$ cat src/hw/rv_core_pkg.sv
package rv_core_pkg;

  // Sequencer phases, one instruction at a time
  typedef enum logic [1:0] {
    PH_FETCH = 2'd0,
    PH_EXEC  = 2'd1,
    PH_LOAD  = 2'd2,
    PH_HALT  = 2'd3
  } phase_e;

  typedef enum logic [3:0] {
    ADD,
    SUB,
    SLL,
    SLT,
    SLTU,
    XOR,
    SRL,
    SRA,
    OR,
    AND,
    PASS_B
  } alu_op_e;

  // Operand A source
  typedef enum logic [1:0] {
    A_RS1,
    A_PC,
    A_ZERO
  } a_sel_e;

  // Operand B source
  typedef enum logic {
    B_RS2,
    B_IMM
  } b_sel_e;

  typedef enum logic [1:0] {
    PC_PLUS4,
    PC_BRANCH,
    PC_JAL,
    PC_JALR
  } pc_sel_e;

endpackage

$ cat src/hw/rv_isa_pkg.sv
package rv_isa_pkg;

  // Register and address width of RV32I
  localparam int XLEN = 32;
  localparam int REG_ADDR_W = 5;

  typedef logic [XLEN-1:0] word_t;
  typedef logic [REG_ADDR_W-1:0] reg_addr_t;

  // One enable bit per byte lane of a word
  typedef logic [XLEN/8-1:0] byte_en_t;

  // Major opcodes, insn[6:0]
  typedef enum logic [6:0] {
    OP_LOAD     = 7'b000_0011,
    OP_MISC_MEM = 7'b000_1111,
    OP_REG_IMM  = 7'b001_0011,
    OP_AUIPC    = 7'b001_0111,
    OP_STORE    = 7'b010_0011,
    OP_REG_REG  = 7'b011_0011,
    OP_LUI      = 7'b011_0111,
    OP_BRANCH   = 7'b110_0011,
    OP_JALR     = 7'b110_0111,
    OP_JAL      = 7'b110_1111,
    OP_SYSTEM   = 7'b111_0011
  } opcode_e;

  // Branch conditions, funct3 of OP_BRANCH
  typedef enum logic [2:0] {
    BR_EQ  = 3'b000,
    BR_NE  = 3'b001,
    BR_LT  = 3'b100,
    BR_GE  = 3'b101,
    BR_LTU = 3'b110,
    BR_GEU = 3'b111
  } branch_f3_e;

  // Access size and extension, funct3 of loads and stores
  typedef enum logic [2:0] {
    MEM_B  = 3'b000,
    MEM_H  = 3'b001,
    MEM_W  = 3'b010,
    MEM_BU = 3'b100,
    MEM_HU = 3'b101
  } mem_f3_e;

endpackage

$ cat src/hw/rv_alu.sv
`timescale 1ns/1ps

module rv_alu (
  input  rv_isa_pkg::word_t      pc,
  input  rv_isa_pkg::word_t      rs1_data,
  input  rv_isa_pkg::word_t      rs2_data,
  input  rv_isa_pkg::word_t      imm,
  input  rv_core_pkg::alu_op_e   alu_op,
  input  rv_core_pkg::a_sel_e    a_sel,
  input  rv_core_pkg::b_sel_e    b_sel,
  input  rv_isa_pkg::branch_f3_e branch_cond,
  output rv_isa_pkg::word_t      alu_result,
  output logic                   branch_taken
);
  import rv_isa_pkg::*;
  import rv_core_pkg::*;

  word_t      op_a;
  word_t      op_b;
  word_t      sum;
  logic [4:0] shamt;
  logic       link;
  logic       eq;
  logic       lt;
  logic       ltu;

  always_comb begin
    case (a_sel)
      A_PC:    op_a = pc;
      A_ZERO:  op_a = '0;
      default: op_a = rs1_data;
    endcase
  end

  // PASS_B on top of pc is a jump, B becomes the fixed step 4
  assign link  = (alu_op == PASS_B) && (a_sel == A_PC);
  assign op_b  = link ? word_t'(4) : ((b_sel == B_IMM) ? imm : rs2_data);
  assign sum   = op_a + op_b;
  assign shamt = op_b[4:0];

  always_comb begin
    case (alu_op)
      SUB:     alu_result = op_a - op_b;
      SLL:     alu_result = op_a << shamt;
      SLT:     alu_result = {{(XLEN-1){1'b0}}, $signed(op_a) < $signed(op_b)};
      SLTU:    alu_result = {{(XLEN-1){1'b0}}, op_a < op_b};
      XOR:     alu_result = op_a ^ op_b;
      SRL:     alu_result = op_a >> shamt;
      SRA:     alu_result = $signed(op_a) >>> shamt;
      OR:      alu_result = op_a | op_b;
      AND:     alu_result = op_a & op_b;
      PASS_B:  alu_result = link ? sum : op_b;
      default: alu_result = sum;
    endcase
  end

  // Branch compare always uses the two register operands
  assign eq  = (rs1_data == rs2_data);
  assign lt  = $signed(rs1_data) < $signed(rs2_data);
  assign ltu = rs1_data < rs2_data;

  always_comb begin
    case (branch_cond)
      BR_EQ:   branch_taken = eq;
      BR_NE:   branch_taken = !eq;
      BR_LT:   branch_taken = lt;
      BR_GE:   branch_taken = !lt;
      BR_LTU:  branch_taken = ltu;
      BR_GEU:  branch_taken = !ltu;
      default: branch_taken = 1'b0;
    endcase
  end

endmodule

$ cat src/hw/rv_core.sv
`timescale 1ns/1ps

module rv_core #(
  parameter rv_isa_pkg::word_t RESET_PC = '0
) (
  input  logic                 clk,
  input  logic                 rst,
  input  rv_isa_pkg::word_t    insn_from_imem,
  input  rv_isa_pkg::word_t    load_data_from_dmem,
  output rv_isa_pkg::word_t    pc_to_imem,
  output rv_isa_pkg::word_t    addr_to_dmem,
  output rv_isa_pkg::word_t    store_data_to_dmem,
  output rv_isa_pkg::byte_en_t store_we_to_dmem,
  output logic                 halt
);
  import rv_isa_pkg::*;
  import rv_core_pkg::*;

  phase_e     phase;
  logic       rf_we;
  reg_addr_t  rs1_addr;
  reg_addr_t  rs2_addr;
  reg_addr_t  rd_addr;
  word_t      imm;
  alu_op_e    alu_op;
  a_sel_e     a_sel;
  b_sel_e     b_sel;
  pc_sel_e    pc_sel;
  branch_f3_e branch_cond;
  mem_f3_e    mem_size;
  logic       is_load;
  logic       is_store;
  logic       reg_write;
  logic       is_ecall;
  word_t      rs1_data;
  word_t      rs2_data;
  word_t      alu_result;
  logic       branch_taken;
  word_t      rd_data;

  rv_fetch_ctrl #(
    .RESET_PC(RESET_PC)
  ) fetch_ctrl_i (
    .clk         (clk),
    .rst         (rst),
    .pc_sel      (pc_sel),
    .branch_taken(branch_taken),
    .is_load     (is_load),
    .reg_write   (reg_write),
    .is_ecall    (is_ecall),
    .imm         (imm),
    .rs1_data    (rs1_data),
    .pc          (pc_to_imem),
    .phase       (phase),
    .rf_we       (rf_we),
    .halt        (halt)
  );

  rv_decode decode_i (
    .insn       (insn_from_imem),
    .rs1_addr   (rs1_addr),
    .rs2_addr   (rs2_addr),
    .rd_addr    (rd_addr),
    .imm        (imm),
    .alu_op     (alu_op),
    .a_sel      (a_sel),
    .b_sel      (b_sel),
    .pc_sel     (pc_sel),
    .branch_cond(branch_cond),
    .mem_size   (mem_size),
    .is_load    (is_load),
    .is_store   (is_store),
    .reg_write  (reg_write),
    .is_ecall   (is_ecall)
  );

  rv_regfile regfile_i (
    .clk     (clk),
    .rst     (rst),
    .we      (rf_we),
    .rs1_addr(rs1_addr),
    .rs2_addr(rs2_addr),
    .rd_addr (rd_addr),
    .rd_data (rd_data),
    .rs1_data(rs1_data),
    .rs2_data(rs2_data)
  );

  rv_alu alu_i (
    .pc          (pc_to_imem),
    .rs1_data    (rs1_data),
    .rs2_data    (rs2_data),
    .imm         (imm),
    .alu_op      (alu_op),
    .a_sel       (a_sel),
    .b_sel       (b_sel),
    .branch_cond (branch_cond),
    .alu_result  (alu_result),
    .branch_taken(branch_taken)
  );

  rv_lsu lsu_i (
    .phase              (phase),
    .is_load            (is_load),
    .is_store           (is_store),
    .mem_size           (mem_size),
    .alu_result         (alu_result),
    .rs2_data           (rs2_data),
    .load_data_from_dmem(load_data_from_dmem),
    .addr_to_dmem       (addr_to_dmem),
    .store_data_to_dmem (store_data_to_dmem),
    .rd_data            (rd_data),
    .store_we_to_dmem   (store_we_to_dmem)
  );

endmodule

$ cat src/hw/rv_decode.sv
`timescale 1ns/1ps

module rv_decode (
  input  rv_isa_pkg::word_t        insn,
  output rv_isa_pkg::reg_addr_t    rs1_addr,
  output rv_isa_pkg::reg_addr_t    rs2_addr,
  output rv_isa_pkg::reg_addr_t    rd_addr,
  output rv_isa_pkg::word_t        imm,
  output rv_core_pkg::alu_op_e     alu_op,
  output rv_core_pkg::a_sel_e      a_sel,
  output rv_core_pkg::b_sel_e      b_sel,
  output rv_core_pkg::pc_sel_e     pc_sel,
  output rv_isa_pkg::branch_f3_e   branch_cond,
  output rv_isa_pkg::mem_f3_e      mem_size,
  output logic                     is_load,
  output logic                     is_store,
  output logic                     reg_write,
  output logic                     is_ecall
);
  import rv_isa_pkg::*;
  import rv_core_pkg::*;

  localparam logic [6:0] F7_ALT = 7'b010_0000;

  opcode_e    opcode;
  logic [2:0] funct3;
  logic [6:0] funct7;
  word_t      imm_i;
  word_t      imm_s;
  word_t      imm_b;
  word_t      imm_j;
  word_t      imm_u;
  logic       writes;

  // ALU operation for funct3 when funct7 selects the base form
  function automatic alu_op_e base_op(logic [2:0] f3);
    case (f3)
      3'b001:  return SLL;
      3'b010:  return SLT;
      3'b011:  return SLTU;
      3'b100:  return XOR;
      3'b101:  return SRL;
      3'b110:  return OR;
      3'b111:  return AND;
      default: return ADD;
    endcase
  endfunction

  assign opcode   = opcode_e'(insn[6:0]);
  assign rd_addr  = insn[11:7];
  assign funct3   = insn[14:12];
  assign rs1_addr = insn[19:15];
  assign rs2_addr = insn[24:20];
  assign funct7   = insn[31:25];

  // Sign-extended immediates of each format
  assign imm_i = {{20{insn[31]}}, insn[31:20]};
  assign imm_s = {{20{insn[31]}}, insn[31:25], insn[11:7]};
  assign imm_b = {{19{insn[31]}}, insn[31], insn[7], insn[30:25], insn[11:8], 1'b0};
  assign imm_j = {{11{insn[31]}}, insn[31], insn[19:12], insn[20], insn[30:21], 1'b0};
  assign imm_u = {insn[31:12], 12'b0};

  assign branch_cond = branch_f3_e'(funct3);
  assign mem_size    = mem_f3_e'(funct3);
  assign is_ecall    = (insn == 32'h0000_0073);

  always_comb begin
    imm      = imm_i;
    alu_op   = ADD;
    a_sel    = A_RS1;
    b_sel    = B_IMM;
    pc_sel   = PC_PLUS4;
    is_load  = 1'b0;
    is_store = 1'b0;
    writes   = 1'b0;
    case (opcode)
      OP_LUI: begin
        imm = imm_u;
        alu_op = PASS_B;
        a_sel = A_ZERO;
        writes = 1'b1;
      end
      OP_AUIPC: begin
        imm = imm_u;
        a_sel = A_PC;
        writes = 1'b1;
      end
      // Jumps write the link address pc + 4
      OP_JAL: begin
        imm = imm_j;
        alu_op = PASS_B;
        a_sel = A_PC;
        pc_sel = PC_JAL;
        writes = 1'b1;
      end
      OP_JALR: begin
        if (funct3 == 3'b000) begin
          alu_op = PASS_B;
          a_sel = A_PC;
          pc_sel = PC_JALR;
          writes = 1'b1;
        end
      end
      OP_BRANCH: begin
        imm = imm_b;
        b_sel = B_RS2;
        // funct3 010 and 011 are not branches
        if (funct3[2:1] != 2'b01) begin
          pc_sel = PC_BRANCH;
        end
      end
      OP_LOAD: begin
        if (funct3 != 3'b011 && funct3[2:1] != 2'b11) begin
          is_load = 1'b1;
          writes = 1'b1;
        end
      end
      OP_STORE: begin
        imm = imm_s;
        is_store = !funct3[2] && funct3[1:0] != 2'b11;
      end
      OP_REG_IMM: begin
        alu_op = base_op(funct3);
        if (funct3 == 3'b001) begin
          writes = (funct7 == 7'd0);
        end else if (funct3 == 3'b101) begin
          if (funct7 == F7_ALT) begin
            alu_op = SRA;
          end
          writes = (funct7 == 7'd0) || (funct7 == F7_ALT);
        end else begin
          writes = 1'b1;
        end
      end
      OP_REG_REG: begin
        b_sel = B_RS2;
        alu_op = base_op(funct3);
        if (funct7 == 7'd0) begin
          writes = 1'b1;
        end else if (funct7 == F7_ALT && (funct3 == 3'b000 || funct3 == 3'b101)) begin
          alu_op = (funct3 == 3'b000) ? SUB : SRA;
          writes = 1'b1;
        end
      end
      // FENCE and ECALL change no register or memory state here
      default: begin
        writes = 1'b0;
      end
    endcase
  end

  assign reg_write = writes && (rd_addr != '0);

endmodule

$ cat src/hw/rv_fetch_ctrl.sv
`timescale 1ns/1ps

module rv_fetch_ctrl #(
  parameter rv_isa_pkg::word_t RESET_PC = '0
) (
  input  logic                   clk,
  input  logic                   rst,
  input  rv_core_pkg::pc_sel_e   pc_sel,
  input  logic                   branch_taken,
  input  logic                   is_load,
  input  logic                   reg_write,
  input  logic                   is_ecall,
  input  rv_isa_pkg::word_t      imm,
  input  rv_isa_pkg::word_t      rs1_data,
  output rv_isa_pkg::word_t      pc,
  output rv_core_pkg::phase_e    phase,
  output logic                   rf_we,
  output logic                   halt
);
  import rv_isa_pkg::*;
  import rv_core_pkg::*;

  word_t  pc_plus4;
  word_t  pc_next;
  phase_e phase_next;

  assign pc_plus4 = pc + word_t'(4);

  always_comb begin
    case (pc_sel)
      PC_BRANCH: pc_next = branch_taken ? pc + imm : pc_plus4;
      PC_JAL:    pc_next = pc + imm;
      // Target of JALR has bit 0 cleared
      PC_JALR:   pc_next = (rs1_data + imm) & ~word_t'(1);
      default:   pc_next = pc_plus4;
    endcase
  end

  always_comb begin
    case (phase)
      PH_FETCH: phase_next = PH_EXEC;
      PH_EXEC: begin
        if (is_ecall) begin
          phase_next = PH_HALT;
        end else if (is_load) begin
          phase_next = PH_LOAD;
        end else begin
          phase_next = PH_FETCH;
        end
      end
      PH_LOAD: phase_next = PH_FETCH;
      default: phase_next = PH_HALT;
    endcase
  end

  always_ff @(posedge clk) begin
    if (rst) begin
      phase <= PH_FETCH;
      pc <= RESET_PC;
    end else begin
      phase <= phase_next;
      // PC stays on the ECALL once halted
      if (phase == PH_EXEC && !is_ecall) begin
        pc <= pc_next;
      end
    end
  end

  // Loads write back one phase later, once the data word is back
  assign rf_we = reg_write && ((phase == PH_EXEC && !is_load) || phase == PH_LOAD);
  assign halt = (phase == PH_HALT);

endmodule

$ cat src/hw/rv_lsu.sv
`timescale 1ns/1ps

module rv_lsu (
  input  rv_core_pkg::phase_e    phase,
  input  logic                   is_load,
  input  logic                   is_store,
  input  rv_isa_pkg::mem_f3_e    mem_size,
  input  rv_isa_pkg::word_t      alu_result,
  input  rv_isa_pkg::word_t      rs2_data,
  input  rv_isa_pkg::word_t      load_data_from_dmem,
  output rv_isa_pkg::word_t      addr_to_dmem,
  output rv_isa_pkg::word_t      store_data_to_dmem,
  output rv_isa_pkg::word_t      rd_data,
  output rv_isa_pkg::byte_en_t   store_we_to_dmem
);
  import rv_isa_pkg::*;
  import rv_core_pkg::*;

  logic [1:0] offset;
  logic       mem_active;
  word_t      load_shifted;
  word_t      load_value;

  assign offset = alu_result[1:0];

  // Address held through PH_LOAD, zero when no access is in flight
  assign mem_active = (phase == PH_EXEC || phase == PH_LOAD) && (is_load || is_store);
  assign addr_to_dmem = mem_active ? {alu_result[XLEN-1:2], 2'b00} : '0;

  // Store data moved up into its byte lanes
  assign store_data_to_dmem = rs2_data << {offset, 3'b000};

  always_comb begin
    store_we_to_dmem = '0;
    if (phase == PH_EXEC && is_store) begin
      case (mem_size)
        MEM_B:   store_we_to_dmem = byte_en_t'(1) << offset;
        MEM_H:   store_we_to_dmem = offset[1] ? 4'b1100 : 4'b0011;
        default: store_we_to_dmem = 4'b1111;
      endcase
    end
  end

  // Selected byte or half lands in the low bits
  assign load_shifted = load_data_from_dmem >> {offset, 3'b000};

  always_comb begin
    case (mem_size)
      MEM_B:   load_value = {{24{load_shifted[7]}}, load_shifted[7:0]};
      MEM_BU:  load_value = {24'b0, load_shifted[7:0]};
      MEM_H:   load_value = {{16{load_shifted[15]}}, load_shifted[15:0]};
      MEM_HU:  load_value = {16'b0, load_shifted[15:0]};
      default: load_value = load_data_from_dmem;
    endcase
  end

  // Writeback source
  assign rd_data = (phase == PH_LOAD) ? load_value : alu_result;

endmodule

$ cat src/hw/rv_regfile.sv
`timescale 1ns/1ps

module rv_regfile (
  input  logic                  clk,
  input  logic                  rst,
  input  logic                  we,
  input  rv_isa_pkg::reg_addr_t rs1_addr,
  input  rv_isa_pkg::reg_addr_t rs2_addr,
  input  rv_isa_pkg::reg_addr_t rd_addr,
  input  rv_isa_pkg::word_t     rd_data,
  output rv_isa_pkg::word_t     rs1_data,
  output rv_isa_pkg::word_t     rs2_data
);
  import rv_isa_pkg::*;

  localparam int NUM_REGS = 2 ** REG_ADDR_W;

  word_t regs [NUM_REGS];

  always_ff @(posedge clk) begin
    if (rst) begin
      for (int i = 0; i < NUM_REGS; i++) begin
        regs[i] <= '0;
      end
    end else if (we && rd_addr != '0) begin
      regs[rd_addr] <= rd_data;
    end
  end

  // x0 is hardwired to zero
  assign rs1_data = (rs1_addr == '0) ? '0 : regs[rs1_addr];
  assign rs2_data = (rs2_addr == '0) ? '0 : regs[rs2_addr];

endmodule

$ cat config.mk
export PLATFORM = sky130hd
export DESIGN_NAME = rv_core
export DESIGN_NICKNAME = d
export VERILOG_FILES = /design/src/hw/rv_core_pkg.sv /design/src/hw/rv_isa_pkg.sv /design/src/hw/rv_alu.sv /design/src/hw/rv_core.sv /design/src/hw/rv_decode.sv /design/src/hw/rv_fetch_ctrl.sv /design/src/hw/rv_lsu.sv /design/src/hw/rv_regfile.sv
export SDC_FILE = /design/constraint.sdc
export NUM_CORES = 2
export LEC_CHECK = 0
export BUFFER_PORTS_ARGS = -buffer_cell sky130_fd_sc_hd__buf_2
export CORE_ASPECT_RATIO = 1.5
export CORE_MARGIN = 10
export CORE_UTILIZATION = 53
export CTS_CLUSTER_DIAMETER = 120
export DETAILED_ROUTE_END_ITERATION = 16
export MAX_ROUTING_LAYER = met4
export PLACE_DENSITY = 0.74
export SYNTH_ARGS = -nofsm -noshare
export SYNTH_HDL_FRONTEND = slang
export SYNTH_SLANG_ARGS = --single-unit
$ cat constraint.sdc
create_clock -name clk -period 8.8 [get_ports clk]
set_clock_uncertainty 0.1 [all_clocks]
set_input_delay 0.88 -clock clk [delete_from_list [all_inputs] [get_ports clk]]
set_output_delay 0.88 -clock clk [all_outputs]
set_load 0.05 [all_outputs]
Yosys cells after proc, flatten, opt, wreduce, memory -nomap -nowiden

Memories as Yosys holds them, arrays and structs flattened.
Index checks and enable logic that the tools add are counted.

$add $sub $neg: 5
Magnitude comparators: 4
Eq/ne operators: 41
Shift operators: 6
Muxes and demuxes: 51
Bitwise operators: 3
Reductions and logical operators: 34

Operator list:

| kind                  | count |
|---|---|
| $pmux 32 s10          | 1 |
| $mux 32               | 9 |
| $lt 32x32->1          | 4 |
| $pmux 32 s4           | 1 |
| $pmux 31 s4           | 1 |
| $add 32x32->32        | 3 |
| $pmux 32 s3           | 1 |
| $pmux 32 s2           | 1 |
| $shl 32x5->32         | 2 |
| $add 32x3->32 const B | 1 |
| $and 32x32->32        | 1 |
| $eq 32x32->1          | 1 |
| $eq 32x7->1 const B   | 1 |
| $mux 4                | 8 |
| $or 32x32->32         | 1 |
| $reduce_or 32->1      | 1 |
| $shr 32x5->16         | 1 |
| $shr 32x5->32         | 1 |
| $sshr 32x5->32        | 1 |
| $sub 32x32->32        | 1 |
| $xor 32x32->32        | 1 |
| $eq 7x6->1 const B    | 4 |
| $pmux 4 s7            | 1 |
| $eq 7x7->1 const B    | 3 |
| other kinds (34)      | 94 |

Bits in registers: 34
RAM bits: 1024
Bits of input ports: 66
Word-level logic and storage cells: 147
Memories kept: 1

Memories:

| name           | depth | bits a word | rd ports | clocked after memory_dff | write ports | line             | text |
|---|---|---|---|---|---|---|---|
| regfile_i.regs | 32    | 32          | 2        | 0                        | 32          | rv_regfile.sv:18 | `word_t regs [NUM_REGS];` |

Logic depth before layout (Yosys ltp)

Depth in word-level cells: 16
Gate-level depth with buffers: 35

Modules after synthesis

Synthesis repeated with hierarchy kept, for this count alone.

Cells, all modules: 6532
Area total of the unflattened synthesis: 73714.4 µm²

By module, submodules not included:

| module        | times used | cells an instance | area each (µm²) | sequential area each (µm²) |
|---|---|---|---|---|
| rv_regfile    | 1          | 3690              | 54611.1         | 30749.5 |
| rv_alu        | 1          | 1659              | 10847.9         | 0.0 |
| rv_fetch_ctrl | 1          | 787               | 5656.7          | 680.7 |
| rv_lsu        | 1          | 263               | 1737.9          | 0.0 |
| rv_decode     | 1          | 133               | 860.8           | 0.0 |

Worst setup path after synthesis

No wires, ideal clock.

Path type: input to output
Start point: input port insn_from_imem[2]
End point: output port store_data_to_dmem[31]
Arrival: 8.335 ns
Data required time: 7.820 ns
Slack: -0.515 ns
Cell stages on the path: 31
Path buffers: 10
Cell sequence: and3_1 clkbuf_1 and3_1 clkbuf_1 inv_1 ha_1 inv_1 a21oi_1 a21oi_1 o21a_1 clkbuf_1 clkbuf_1 buf_1 buf_1 clkbuf_1 ha_1 clkbuf_1 a21oi_1 o21bai_1 a2111o_1 a31oi_1 o22ai_1 a21o_1 and3_1 o21ai_1 o21a_1 o21a_1 clkbuf_1 buf_1 o21ai_0 o21ai_0

Cells in the longest elaborated chain, start to end: 10

RTL lines:

| what                                     | line                                     | text |
|---|---|---|
| from (decl)                              | rv_core.sv:8                             | `input rv_isa_pkg::word_t insn_from_imem,` |
| $eq 7x6->1 (tied with other cells)       | rv_decode.sv:76                          | `case (opcode)` |
| $reduce_or 2->1 (no line)                | n/a                                      |  |
| $pmux 4 s4 or $pmux 2 s3 (tied branches) | rv_decode.sv:76                          |  |
| $eq 4x4->1 or $eq 2x1->1 (tied branches) | rv_alu.sv:36, rv_alu.sv:42, rv_alu.sv:28 |  |
| $logic_and 1x1->1                        | rv_alu.sv:36                             | `assign link = (alu_op == PASS_B) && (a_sel == A_PC);` |
| $mux 32                                  | rv_alu.sv:37                             | `assign op_b = link ? word_t'(4) : ((b_sel == B_IMM) ? imm : rs2_data);` |
| $add 32x32->32                           | rv_alu.sv:38                             | `assign sum = op_a + op_b;` |
| $mux 32                                  | rv_alu.sv:52                             | `PASS_B: alu_result = link ? sum : op_b;` |
| $pmux 32 s10 (*)                         | rv_alu.sv:42                             | `case (alu_op)` |
| $shl 32x5->32 (*)                        | rv_lsu.sv:31                             | `assign store_data_to_dmem = rs2_data << {offset, 3'b000};` |
| to (decl)                                | rv_core.sv:12                            | `output rv_isa_pkg::word_t store_data_to_dmem,` |

Mark *: on every way between the ends. The rest lies on a longest branch, timed or not.

Worst setup path in the final report

Start point: input port insn_from_imem[20]
End point: output port addr_to_dmem[28]

Cells in the longest elaborated chain, start to end: 8

RTL lines:

| what                                             | line             | text |
|---|---|---|
| $mem_v2 32x32 or $logic_not 5->1 (tied branches) | n/a              |  |
| $mux 32                                          | rv_regfile.sv:32 | `assign rs2_data = (rs2_addr == '0) ? '0 : regs[rs2_addr];` |
| $mux 32 (*) (2 in series)                        | rv_alu.sv:37     |  |
| $add 32x32->32                                   | rv_alu.sv:38     |  |
| $mux 32                                          | rv_alu.sv:52     |  |
| $pmux 32 s10 (*)                                 | rv_alu.sv:42     |  |
| $mux 32 (*)                                      | rv_lsu.sv:28     | `assign addr_to_dmem = mem_active ? {alu_result[XLEN-1:2], 2'b00} : '0;` |
| to (decl)                                        | rv_core.sv:11    | `output rv_isa_pkg::word_t addr_to_dmem,` |

Marked as above.

==> out/results.tsv <==
metric	value	unit
r2r-end	regfile_i.regs[6][25]	
final_cell_mix	nor2_1 (1294), edfxtp_1 (1024), buf_4 (573), mux4_2 (454), nand2_1 (317)	
dp_hpwl	253	mm
dpl_cell_area	77600	µm²
path_clk_slew	0.06	ns
core_area	133000	µm²
grt_max_degree	70	
hold_buffers	0	
clk_path_buf_depth	3	
syn_avg_cell_area	10.9	µm²
cpMostUsedCell	buf_4	
cts_htree_levels	3	
yosys.area_share.adder	0.0358	
arrival	7.67	ns
min_period	8.65	ns
status	complete, but fails checks	
hp-start	fetch_ctrl_i.pc[21]	
syn-cell-area	70700	µm²
ys_types	97	
maxCapViolCount	1	
regArea	31400	µm²
fmax	116	MHz
fin_crit_sh	0.983	
routed-via-count	64400	
end_kind	output pin	
portBuffers	164	
synth_top_family_by_area	multiplexers	
wl_per_cell	40.6	µm
ys_seq_area_frac	0.444	
dieWidth	318	µm
finalPower	15.3	mW
place.gp.congestion	1.11	
drc	0	
grt_pass1_vias	63200	
grt_pass1_wl	484	mm
cp-start-kind	input port	
final_common_cell	nor2_1	
antenna_found_initial	25	
synthMuxAreaShare	0.182	
synth-simple-area-share	0.139	
yosys_most_used_dff	edfxtp_1	
violations	capacitance limit, slew limit	
cp_cell_sequence	buf_8 -> buf_12 -> buf_12 -> buf_12 -> mux4_2 -> mux2_2 -> a221oi_1 -> nor3_1 -> o211ai_1 -> buf_4 -> inv_1 -> ha_1 -> buf_4 -> nor4b_1 -> a21o_1 -> buf_4 -> a311oi_1 -> o2bb2ai_1 -> buf_4 -> nand2_1 -> o21ai_0 -> o32ai_1 -> a21oi_1 -> buf_2	
numCtsBuffers	99	
slew-limit-headroom	-0.00853	
insertion_delay	0.77	ns
worstSetupPathType	input port to output pin	
fp.dieH	467	µm
setup_viol	0	
totalWireLength	352	mm
num_rows	164	
layout.nets	7086	
report.final.slew_viol_count	4	
cts.sinks	1058	
instances_no_fill	8669	
synth-compound-area-share	0.139	
grt_usage	0.474	
tightest_slew	1.50	ns
hold_depth	2	
hold-path-endpoint	fetch_ctrl_i.pc[21]	
fin_ws	0.146	ns
ys_warn_count	0	
drtIter0Drc	10500	
multiInputGateArea	36700	µm²
fin_area	80900	µm²
peakVddDrop	0.258	mV
start_util	0.532	
worstPathRequired	7.82	ns
fillers	10500	
r2r_slack	1.00	ns
dp_cells	8459	
netlist_instances	6475	
p_leak	30.9	nW
synth_xor_area_frac	0.0133	
rsz0062_at_grt	false	
grt_overflow_total	0	
async_flop_share	0	
ios	167	
area_growth	14.3	%
vias_per_cell	7.43	
r2r_cells	24	
p_per_area	189	nW/µm²
cp_slowest_cell	nor4b_1	
dr.pass1.iters	8	
pre_cts_slack	-0.0404	ns
ctsRootBufferMaster	clkbuf_16	
slowest_delay	0.90	ns
synth_edf_count	1024	
final-hold-violation-count	0	
ant_nets	0	
path_max_fanout	28	
worstReg2RegStart	regfile_i.regs[8][8]	
cts_tree	yes	
fp.dieArea	149000	µm²
hp-class	flip-flop to flip-flop	
fin_setup_tns	0	ns
layout-drive-gt1-share	0.233	
ys_ff_latch	1058	
Yosys cell counts (34+ instances only):
master    count  area, µm²
buf_2       109        546
nand2_1     332       1250
mux2i_1     228       2280
nand2b_1     53        332
dfxtp_1      34        681
a221oi_1     41        359
mux2_2       34        383
o221ai_1     44        385
xnor2_1      79        692
ha_1        196       2450
and2_1       35        219
o211ai_1     44        330
or3_1        37        231
a31oi_1      38        238
a22o_1       47        412
buf_4        40        300
a21o_1       93        698
nand4_1      67        419
inv_1       156        586
mux4_2      454      10200
nor2_1     1304       4890
clkbuf_1    378       1420
nor3_1       94        470
a211oi_1     74        556
and3_1       74        463
buf_1        53        199
o21ai_0     185        926
nand3_1     130        651
a22oi_1      69        518
edfxtp_1   1024      30700
a21oi_1     288       1440
o22ai_1      80        500
flip-flops by register name, indices dropped and copies added, names as in the netlist:
signal	flops
fetch_ctrl_i.pc	32
fetch_ctrl_i.phase	2
regfile_i.regs	1024
worst max-delay path, delay by kind of cell:
kind / cells / cell delay [ns]
and+or+nand+nor: 3 / 1.38
AOI/OAI and AO/OA: 8 / 2.29
muxes: 2 / 0.81
buffers and inverters: 10 / 1.94
adders and majority gates: 1 / 0.29
routing by layer:
metal  part of all wire  GRT usage  up-vias
li1                   -          -    25400
met1               0.31      0.496    31300
met2               0.45      0.724     5885
met3               0.12      0.133     1925
met4               0.12      0.432        0
met5                  0          -        -
report_power, final:
group          switching [mW]  internal (mW)
Combinational            3.51           1.72
Sequential              0.126           5.69
Clock                    1.99           2.25
Total                    5.62           9.65
per-stage QoR:
stage / hold slack, ns / util
finish: 0.534 / 0.608
global route: 0.531 / 0.608
CTS: 0.520 / 0.607
detailed placement: 0.512 / 0.584
global placement: 0.496 / 0.584
floorplan: 0.557 / -
what timing repair did:
action / 4_1_cts / 5_1_grt
setup endpoints to repair: 0 / 4
gates resized for setup: 0 / 10
buffers inserted: 0 / 3
endpoints found under the hold margin: 0 / 0
worst max-delay path by stage:
stage / start / endpoint
final: insn_from_imem[20] / addr_to_dmem[28]
after global routing: insn_from_imem[15] / addr_to_dmem[31]
after detailed placement: insn_from_imem[15] / regfile_i.regs[30][25]
after floorplan: insn_from_imem[2] / store_data_to_dmem[31]
after global placement: insn_from_imem[15] / regfile_i.regs[23][25]
after CTS: insn_from_imem[15] / addr_to_dmem[25]
logic make-up after synthesis:
family                   count (synthesis)
AO/OA/AOI/OAI                         1379
flip-flops                            1058
other                                    1
multiplexers                           716
XOR/XNOR                               107
AND/OR/NAND/NOR                       2250
buffers and inverters                  764
adder cells (fa/ha/maj)                200
final cells by class:
| cell class | instances | share of cell area |
|---|---|---|
| multi-input combinational | 4686 | 0.454 |
| sequential | 1058 | 0.389 |
| clock inverter | 60 | 0.00704 |
| clock buffer | 114 | 0.0313 |
| inverter | 168 | 0.00780 |
| tap | 1743 | 0.0270 |
| timing repair buffer | 807 | 0.0826 |
| antenna | 33 | 0.00102 |
No activity file was read; power rests on OpenSTA's default activity.
